`src/hdl/snd_pkg.sv`:
```
/*
 shared widths, sample types and constants of the sound mixing path
 used by scoped name in the voice, fifo, mixer and pop interface
*/
package snd_pkg;

    // widths
    localparam int ROM_ADDR_W = 18;          // sample rom byte address
    localparam int PCM_W      = 12;          // decoded pcm sample
    localparam int AUDIO_W    = 16;          // fm input and mixed output

    // sample fifo
    localparam int FIFO_DEPTH = 8;
    localparam int FIFO_AW    = $clog2(FIFO_DEPTH);   // pointer width

    // decoder
    localparam int DELTA_SHIFT = 4;          // nibble to pcm step scaling

    // fixed point gain, 4 integer bits and 4 fraction bits
    localparam int GAIN_FRAC = 4;

    typedef logic [ROM_ADDR_W-1:0]     rom_addr_t;
    typedef logic [7:0]                rom_byte_t;     // two deltas, high nibble first
    typedef logic signed [PCM_W-1:0]   pcm_sample_t;
    typedef logic signed [AUDIO_W-1:0] audio_t;
    typedef logic [7:0]                gain_t;         // unsigned 4.4

    // 1.0 in 4.4, base of both channel gains
    localparam gain_t GAIN_UNITY = 8'h10;

endpackage

```
`src/hdl/pcm_stream_if.sv`:
```
/*
 pop link from the sample fifo to the mixer
 four-phase req/ack, the fifo answers every req, zero data on underrun
*/
interface pcm_stream_if;

    logic                 req;        // mixer wants one sample
    logic                 ack;        // fifo answer, one cycle after req
    snd_pkg::pcm_sample_t data;       // valid while ack is high
    logic                 underrun;   // fifo was empty, data is zero

    modport fifo (
        input  req,
        output ack,
        output data,
        output underrun
    );

    modport mixer (
        output req,
        input  ack,
        input  data,
        input  underrun
    );

endinterface

```
`src/hdl/adpcm_voice.sv`:
```
/*
 single pcm voice, programmed by the cpu with a start address and a byte count
 fetches rom bytes over a four-phase port and pushes two decoded samples per byte
*/
module adpcm_voice (
    input  logic                 CLK96,
    input  logic                 rst_n,
    // cpu registers, single cycle writes
    input  logic                 cpu_we,
    input  logic [1:0]           cpu_addr,
    input  logic [7:0]           cpu_din,
    output logic                 cpu_busy,
    // sample rom
    output logic                 rom_req,
    input  logic                 rom_ack,
    output snd_pkg::rom_addr_t   rom_addr,
    input  snd_pkg::rom_byte_t   rom_data,
    // push into sample fifo
    output logic                 push_req,
    input  logic                 push_ack,
    output snd_pkg::pcm_sample_t push_data
);

    typedef enum logic [1:0] {
        ST_IDLE,
        ST_FETCH,      // waiting on the rom
        ST_PUSH_HI,    // first sample of the byte
        ST_PUSH_LO     // second sample of the byte
    } state_t;

    state_t               state;
    snd_pkg::rom_addr_t   start_addr;    // cpu programmed
    logic [7:0]           bytes_left;
    snd_pkg::pcm_sample_t acc;           // decoder output, also the push payload
    logic [3:0]           lo_nib;        // second delta of the current byte
    logic                 start;
    logic                 fetch_done;
    logic                 push_done;

    // one decode step: signed nibble scaled up, added, clamped to pcm range
    function automatic snd_pkg::pcm_sample_t decode_step(
        input snd_pkg::pcm_sample_t prev,
        input logic [3:0]           nib
    );
        logic signed [snd_pkg::PCM_W:0] delta;
        logic signed [snd_pkg::PCM_W:0] sum;
        delta = $signed(nib) <<< snd_pkg::DELTA_SHIFT;   // sign extends first
        sum   = prev + delta;
        if (sum[snd_pkg::PCM_W] != sum[snd_pkg::PCM_W-1]) begin
            // out of 12-bit range, pick the rail by sign
            decode_step = sum[snd_pkg::PCM_W] ? {1'b1, {(snd_pkg::PCM_W-1){1'b0}}}
                                              : {1'b0, {(snd_pkg::PCM_W-1){1'b1}}};
        end else begin
            decode_step = sum[snd_pkg::PCM_W-1:0];
        end
    endfunction

    // count of zero plays nothing
    assign start      = cpu_we && cpu_addr == 2'd3 && state == ST_IDLE && cpu_din != 8'd0;
    assign fetch_done = state == ST_FETCH && rom_req && rom_ack;
    // push states are entered with req high, so both low means the handshake closed
    assign push_done  = (state == ST_PUSH_HI || state == ST_PUSH_LO) && !push_req && !push_ack;

    assign cpu_busy  = state != ST_IDLE;
    assign push_data = acc;    // acc only moves while push_req is low

    always_ff @(posedge CLK96 or negedge rst_n) begin
        if (!rst_n) begin
            state      <= ST_IDLE;
            start_addr <= '0;
            rom_addr   <= '0;
            bytes_left <= '0;
            acc        <= '0;
            rom_req    <= 1'b0;
            push_req   <= 1'b0;
        end else begin
            if (cpu_we) begin
                case (cpu_addr)
                    2'd0:    start_addr[7:0]   <= cpu_din;
                    2'd1:    start_addr[15:8]  <= cpu_din;
                    2'd2:    start_addr[17:16] <= cpu_din[1:0];
                    default: ;                 // count, handled by start
                endcase
            end

            case (state)
                ST_IDLE: begin
                    if (start) begin
                        rom_addr   <= start_addr;
                        bytes_left <= cpu_din;
                        acc        <= '0;          // fresh decode per play
                        state      <= ST_FETCH;
                    end
                end
                ST_FETCH: begin
                    if (fetch_done) begin
                        rom_req  <= 1'b0;
                        acc      <= decode_step(acc, rom_data[7:4]);   // high nibble first
                        push_req <= 1'b1;
                        state    <= ST_PUSH_HI;
                    end else if (!rom_req && !rom_ack) begin
                        rom_req <= 1'b1;           // previous ack gone, ask again
                    end
                end
                ST_PUSH_HI: begin
                    if (push_req && push_ack) begin
                        push_req <= 1'b0;
                    end else if (push_done) begin
                        acc      <= decode_step(acc, lo_nib);
                        push_req <= 1'b1;
                        state    <= ST_PUSH_LO;
                    end
                end
                ST_PUSH_LO: begin
                    if (push_req && push_ack) begin
                        push_req <= 1'b0;
                    end else if (push_done) begin
                        if (bytes_left == 8'd1) begin
                            state <= ST_IDLE;      // busy drops here
                        end else begin
                            bytes_left <= bytes_left - 8'd1;
                            rom_addr   <= rom_addr + 1'b1;
                            state      <= ST_FETCH;
                        end
                    end
                end
                default: state <= ST_IDLE;
            endcase
        end
    end

    always_ff @(posedge CLK96) begin
        if (fetch_done) lo_nib <= rom_data[3:0];   // kept for the second push
    end

    // rom sees one address for the whole request
    a_rom_addr_stable: assert property (@(posedge CLK96) disable iff (!rst_n)
        rom_req |=> !rom_req || $stable(rom_addr))
        else $error("rom_addr moved during a rom request");

    // four-phase push, req holds until the fifo answers
    a_push_hold: assert property (@(posedge CLK96) disable iff (!rst_n)
        push_req && !push_ack |=> push_req)
        else $error("push_req dropped before push_ack");

endmodule

```
`src/hdl/sample_fifo.sv`:
```
/*
 eight entry pcm sample buffer between the voice and the mixer
 four-phase push side with back-pressure when full, pop side zero fills on empty
*/
module sample_fifo (
    input  logic                 CLK96,
    input  logic                 rst_n,
    input  logic                 push_req,
    input  snd_pkg::pcm_sample_t push_data,
    output logic                 push_ack,
    pcm_stream_if.fifo           pop
);

    snd_pkg::pcm_sample_t            mem [snd_pkg::FIFO_DEPTH];
    logic [snd_pkg::FIFO_AW-1:0]     wr_ptr;
    logic [snd_pkg::FIFO_AW-1:0]     rd_ptr;
    logic [snd_pkg::FIFO_AW:0]       count;     // one bit wider than the pointers
    logic                            full;
    logic                            empty;
    logic                            do_push;
    logic                            do_pop;
    logic                            pop_take;  // pop that actually removes an entry

    assign full     = count[snd_pkg::FIFO_AW];  // only set at exactly FIFO_DEPTH
    assign empty    = count == '0;
    assign do_push  = push_req && !push_ack && !full;   // full holds the ack back
    assign do_pop   = pop.req && !pop.ack;
    assign pop_take = do_pop && !empty;

    always_ff @(posedge CLK96 or negedge rst_n) begin
        if (!rst_n) begin
            wr_ptr       <= '0;
            rd_ptr       <= '0;
            count        <= '0;
            push_ack     <= 1'b0;
            pop.ack      <= 1'b0;
            pop.underrun <= 1'b0;
        end else begin
            // push side
            if (do_push) begin
                push_ack <= 1'b1;
                wr_ptr   <= wr_ptr + 1'b1;      // wraps, depth is a power of two
            end else if (!push_req) begin
                push_ack <= 1'b0;
            end

            // pop side, always answered
            if (do_pop) begin
                pop.ack      <= 1'b1;
                pop.underrun <= empty;
                if (!empty) rd_ptr <= rd_ptr + 1'b1;
            end else if (!pop.req) begin
                pop.ack <= 1'b0;
            end

            case ({do_push, pop_take})
                2'b10:   count <= count + 1'b1;
                2'b01:   count <= count - 1'b1;
                default: ;                       // none, or one in and one out
            endcase
        end
    end

    always_ff @(posedge CLK96) begin
        if (do_push) mem[wr_ptr] <= push_data;
        if (do_pop)  pop.data    <= empty ? '0 : mem[rd_ptr];   // silence on underrun
    end

    a_count_bound: assert property (@(posedge CLK96) disable iff (!rst_n)
        count <= snd_pkg::FIFO_DEPTH)
        else $error("fifo count above depth");

    // ack may linger one cycle after the mixer lets go of req
    a_pop_ack_window: assert property (@(posedge CLK96) disable iff (!rst_n)
        pop.ack |-> pop.req || $past(pop.req))
        else $error("pop ack without a request");

endmodule

```
`src/hdl/sound_mixer.sv`:
```
/*
 mixes the fm sample with one popped pcm sample at each fm strobe
 two stage datapath, gains then sum and saturate, mix_valid four cycles after the strobe
*/
module sound_mixer (
    input  logic            CLK96,
    input  logic            rst_n,
    input  logic            fm_sample,    // one cycle strobe
    input  snd_pkg::audio_t fm_in,
    input  logic            fm_en,
    input  logic            pcm_en,
    input  logic [1:0]      fx_level,
    output snd_pkg::audio_t mix_out,
    output logic            mix_valid,
    output logic            peak,         // sticky until reset
    pcm_stream_if.mixer     pop
);

    snd_pkg::audio_t                 fm_lat;        // fm held from the strobe
    snd_pkg::gain_t                  fm_gain;
    snd_pkg::gain_t                  pcm_gain;
    snd_pkg::pcm_sample_t            pcm_src;
    logic signed [snd_pkg::AUDIO_W+8:0] fm_prod_q;  // 16 x 9 signed
    logic signed [snd_pkg::PCM_W+8:0]   pcm_prod_q; // 12 x 9 signed
    logic signed [snd_pkg::AUDIO_W+9:0] sum;
    logic signed [snd_pkg::AUDIO_W+9-snd_pkg::GAIN_FRAC:0] scaled;
    logic                            s1_go;         // ack seen, run stage 1
    logic                            s1_valid;
    logic                            sat;

    assign fm_gain  = fm_en ? snd_pkg::GAIN_UNITY : '0;
    // pcm louder by fx_level eighths
    assign pcm_gain = pcm_en ? snd_pkg::GAIN_UNITY + {5'd0, fx_level, 1'b0} : '0;
    assign pcm_src  = pop.underrun ? '0 : pop.data;
    assign s1_go    = pop.req && pop.ack;

    // stage 2 combinational part
    assign sum    = fm_prod_q + pcm_prod_q;
    assign scaled = sum[snd_pkg::AUDIO_W+9:snd_pkg::GAIN_FRAC];   // drop 4.4 fraction
    // bits above the output sign must all match it
    assign sat    = !(&scaled[$left(scaled):snd_pkg::AUDIO_W-1])
                    && (|scaled[$left(scaled):snd_pkg::AUDIO_W-1]);

    always_ff @(posedge CLK96 or negedge rst_n) begin
        if (!rst_n) begin
            pop.req   <= 1'b0;
            s1_valid  <= 1'b0;
            mix_valid <= 1'b0;
            mix_out   <= '0;
            peak      <= 1'b0;
        end else begin
            if (s1_go) begin
                pop.req <= 1'b0;             // fifo drops ack next
            end else if (fm_sample) begin
                pop.req <= 1'b1;             // one pop per strobe
            end

            s1_valid  <= s1_go;
            mix_valid <= s1_valid;           // single cycle pulse

            if (s1_valid) begin
                if (sat) begin
                    mix_out <= scaled[$left(scaled)]
                               ? {1'b1, {(snd_pkg::AUDIO_W-1){1'b0}}}
                               : {1'b0, {(snd_pkg::AUDIO_W-1){1'b1}}};
                    peak    <= 1'b1;
                end else begin
                    mix_out <= scaled[snd_pkg::AUDIO_W-1:0];
                end
            end
        end
    end

    // datapath registers
    always_ff @(posedge CLK96) begin
        if (fm_sample) fm_lat <= fm_in;
        if (s1_go) begin
            // gains are unsigned, zero extend before the signed multiply
            fm_prod_q  <= fm_lat * $signed({1'b0, fm_gain});
            pcm_prod_q <= pcm_src * $signed({1'b0, pcm_gain});
        end
    end

    a_valid_pulse: assert property (@(posedge CLK96) disable iff (!rst_n)
        mix_valid |=> !mix_valid)
        else $error("mix_valid high two cycles in a row");

endmodule

```
`src/hdl/sound_board.sv`:
```
/*
 top of the sound mixing path, voice into fifo into mixer
 all outside signals are plain ports, fm samples come from outside
*/
module sound_board (
    input  logic               CLK96,
    input  logic               rst_n,
    // cpu register port
    input  logic               cpu_we,
    input  logic [1:0]         cpu_addr,
    input  logic [7:0]         cpu_din,
    output logic               cpu_busy,
    // sample rom, four-phase
    output logic               rom_req,
    input  logic               rom_ack,
    output snd_pkg::rom_addr_t rom_addr,
    input  snd_pkg::rom_byte_t rom_data,
    // fm and mix control
    input  logic               fm_sample,
    input  snd_pkg::audio_t    fm_in,
    input  logic               fm_en,
    input  logic               pcm_en,
    input  logic [1:0]         fx_level,
    // mixed output
    output snd_pkg::audio_t    mix_out,
    output logic               mix_valid,
    output logic               peak
);

    logic                 push_req;    // voice to fifo
    logic                 push_ack;
    snd_pkg::pcm_sample_t push_data;

    pcm_stream_if pop_if ();           // fifo to mixer

    adpcm_voice u_voice (
        .CLK96     ( CLK96     ),
        .rst_n     ( rst_n     ),
        .cpu_we    ( cpu_we    ),
        .cpu_addr  ( cpu_addr  ),
        .cpu_din   ( cpu_din   ),
        .cpu_busy  ( cpu_busy  ),
        .rom_req   ( rom_req   ),
        .rom_ack   ( rom_ack   ),
        .rom_addr  ( rom_addr  ),
        .rom_data  ( rom_data  ),
        .push_req  ( push_req  ),
        .push_ack  ( push_ack  ),
        .push_data ( push_data )
    );

    sample_fifo u_fifo (
        .CLK96     ( CLK96     ),
        .rst_n     ( rst_n     ),
        .push_req  ( push_req  ),
        .push_data ( push_data ),
        .push_ack  ( push_ack  ),
        .pop       ( pop_if    )
    );

    sound_mixer u_mixer (
        .CLK96     ( CLK96     ),
        .rst_n     ( rst_n     ),
        .fm_sample ( fm_sample ),
        .fm_in     ( fm_in     ),
        .fm_en     ( fm_en     ),
        .pcm_en    ( pcm_en    ),
        .fx_level  ( fx_level  ),
        .mix_out   ( mix_out   ),
        .mix_valid ( mix_valid ),
        .peak      ( peak      ),
        .pop       ( pop_if    )
    );

endmodule

```
`config.mk`:
```
export PLATFORM = sky130hd
export DESIGN_NAME = sound_board
export DESIGN_NICKNAME = d
export VERILOG_FILES = /design/src/hdl/snd_pkg.sv /design/src/hdl/pcm_stream_if.sv /design/src/hdl/adpcm_voice.sv /design/src/hdl/sample_fifo.sv /design/src/hdl/sound_mixer.sv /design/src/hdl/sound_board.sv
export SDC_FILE = /design/constraint.sdc
export NUM_CORES = 1
export LEC_CHECK = 0
export ABC_AREA = 1
export BUFFER_PORTS_ARGS = -buffer_cell sky130_fd_sc_hd__buf_2
export CORE_MARGIN = 5
export CORE_UTILIZATION = 40
export DETAILED_ROUTE_END_ITERATION = 16
export PLACE_DENSITY = 0.57
export SKIP_LAST_GASP = 1
export SYNTH_ARGS = -nofsm -noshare
export SYNTH_HDL_FRONTEND = slang
export SYNTH_SLANG_ARGS = --single-unit
```
`constraint.sdc`:
```
create_clock -name CLK96 -period 7.2 [get_ports CLK96]
set_clock_uncertainty 0.2 [all_clocks]
set_input_delay 0.36 -clock CLK96 [delete_from_list [all_inputs] [get_ports CLK96]]
set_output_delay 0.36 -clock CLK96 [all_outputs]
set_load 0.03 [all_outputs]
```
==> qor.csv <==
metric,value,unit
hold_viol,0,
drive_above_1_share,9.53,%
slew_viol_final,0,
cts_buffers,26,
root_buffer,clkbuf_16,
multi_input_area,5550,um2
synth_most_common_cell,nand2_1,
cp-startpoint,u_fifo.pop.underrun$_DFFE_PN0P_,
antenna_cells,0,
dr.first_iter.drc_count,391,
synth_edf_count,134,
crit_fanout,14,
drt-total-wl,27.3,mm
worstPathArrival,4.90,ns
route.detailed.drc,0,
fmax,207,MHz
start_kind,register,
synth_flop_cell,edfxtp_1,
cts-htree-levels,1,
path_clk_slew,0.06,ns
fin_util,46.6,%
layout_min_cycle_time,4.83,ns
setup_viol,0,
core,31500,um2
hold_start,fm_sample,
synth_area,12700,um2
dp_slack,2.31,ns
grt_pass1_vias,9492,
hold_path.class,input pin to register,
grt_first_pass_wirelength,46.1,mm
ant_nets,0,
status,finished clean,
initial_core_util,40.3,%
track_usage,15.5,%
p_leak,6.85,nW
post-route-period-util,67.0,%
layout.nets,1656,
synth_cell_types,47,
maxCapViolCount,0,
first_pass_iters,6,
viasPerCell,4.90,
post_cts_buffers,0,
p_per_area,423,nW/um2
rsz0062_at_grt,false,
yosys.area.top_type_share,31.7,%
die_w,188,um
seq_area_frac_synth,49.4,%
post-route-worst-setup-slack,2.37,ns
required,7.27,ns
ys_ff_latch,224,
synthTopCellsByArea,"edfxtp_1 (32%), dfrtp_1 (18%), ha_1 (9.4%)",
synth_top_area_cell,edfxtp_1,
die-area,35400,um2
syn_to_final_growth,15.5,%
grt_antenna_before_repair,0,
gp_congestion,0.877,
io_pins,81,
cts_buffer_depth,3,
die_y,188,um
tightest_slew,1.14,ns
syn_nets,1544,
avgSynthCellArea,9.14,um2
port_buffers,80,
overflow,0,
cts_sinks,224,
r2r_start,u_fifo.pop.underrun$_DFFE_PN0P_,
synth_common_cells,"nand2_1 (273), inv_1 (190), nor2_1 (160)",
regArea,6280,um2
timing.slew.headroom,23.8,%
r2r_slack,2.37,ns
clk_latency,0.54,ns
ys_warn_count,0,
hold_depth,3,
tritoncts,built,
worst_ir_drop_vdd,0.258,mV
vias,9431,
fin_tns_setup,0,ns
fp-row-count,65,
async_reset_ff_share,40.2,%
grt_max_degree,54,
worst_setup_path_end_kind,register,
dpl.hpwl,19.6,mm
wl_per_cell,14.2,um
syn_inst,1390,
reg2regPathDepth,18,
fillers,2987,
crit_type,register to register,
[cell type report]
class                      count  area share (%)
clock buffer                  34            4.78
clock inverter                14           0.998
inverter                     192            4.91
multi-input combinational    940            37.8
sequential                   224            42.8
tap                          402            3.43
timing repair buffer         118            5.27
[metrics by stage]
stage	instance area [um2]	cells	hold slack (ns)	total power, mW
2_1_floorplan	12700	1390	-0.136	4.26
3_5_place_dp	13500	1842	0.198	4.97
5_1_grt	14700	1924	0.104	6.78
6_report	14700	1924	0.0987	6.21
3_3_place_gp	13500	1842	0.190	4.93
4_1_cts	14700	1924	0.0705	6.29
[what timing repair did]
action,CTS,global route
setup endpoints to repair,0,0
resized for setup,0,0
endpoints found under the hold margin,97,0
hold buffers,34,0
[placed cells by master (no fill, tap or decap), types with 10 or more instances in the layout]
cell	n
fa_1	16
nand2_1	273
ha_1	95
edfxtp_1	134
o21ai_0	109
a21oi_1	50
xnor2_1	20
dfrtp_1	90
xor2_1	31
buf_2	79
nor2_1	160
o22ai_1	16
dlygate4sd3_1	34
nand3_1	58
clkbuf_16	26
a21oi_2	10
nand4_1	12
nor3_1	15
inv_1	190
a31oi_1	21
[critical path, cell delays in order, from the launching register on]
cell and delay, ns:
dfrtp_1 0.52, inv_1 0.14, nand2_1 0.19, nor2_1 0.39, nand2_1 0.20, xnor2_1 0.23
inv_1 0.06, ha_1 0.30, ha_1 0.30, fa_1 0.48, ha_1 0.24, fa_1 0.40
nand3_1 0.10, nand3_1 0.13, a21oi_1 0.22, o21ai_0 0.15, nand3_1 0.12, nand2_1 0.07
xor2_1 0.14
[kinds of logic after synthesis]
family | Yosys count | share of synthesized area (%)
flip-flops | 224 | 49.4
adder cells (fa/ha/maj) | 111 | 11.9
buffers and inverters | 226 | 6.92
XOR/XNOR | 51 | 3.52
AO/OA/AOI/OAI | 236 | 10.6
AND/OR/NAND/NOR | 542 | 17.6
[flip-flops by register name (all words and copies together), names as in the netlist, 8 cells and up]
signal	count
u_fifo.pop.data	9
u_mixer.mix_out	16
u_mixer.fm_lat	16
u_voice.push_data	9
u_voice.bytes_left	8
u_mixer.fm_prod_q	16
u_mixer.pcm_prod_q	17
u_voice.start_addr	18
u_voice.rom_addr	18
u_fifo.mem	72
[routing by layer]
metal / global-route usage, % / part of all wire (%)
met1: 19.8 / 45
met2: 27.6 / 49
met3: 2.11 / 4.0
met4: 4.01 / 2.4
met5: 0 / 0
[power by group]
| part | total (mW) | switching, mW | internal, mW |
|---|---|---|---|
| sequential | 2.09 | 0.280 | 1.81 |
| combinational | 2.83 | 1.87 | 0.960 |
| clock | 1.29 | 0.525 | 0.760 |
[final timing paths]
path | endpoint
worst max-delay path | u_mixer.pcm_prod_q[17]$_DFFE_PP_
worst min-delay path | u_mixer.pop.req$_DFFE_PN0P_
worst max register to register | u_mixer.pcm_prod_q[17]$_DFFE_PP_
worst min register to register | u_fifo.pop.ack$_DFFE_PN0P_
max in group asynchronous | u_fifo.pop.underrun$_DFFE_PN0P_
min in group asynchronous | u_mixer.mix_out[15]$_DFFE_PN0P_
Note: power is estimated with default switching activity, not from simulation.
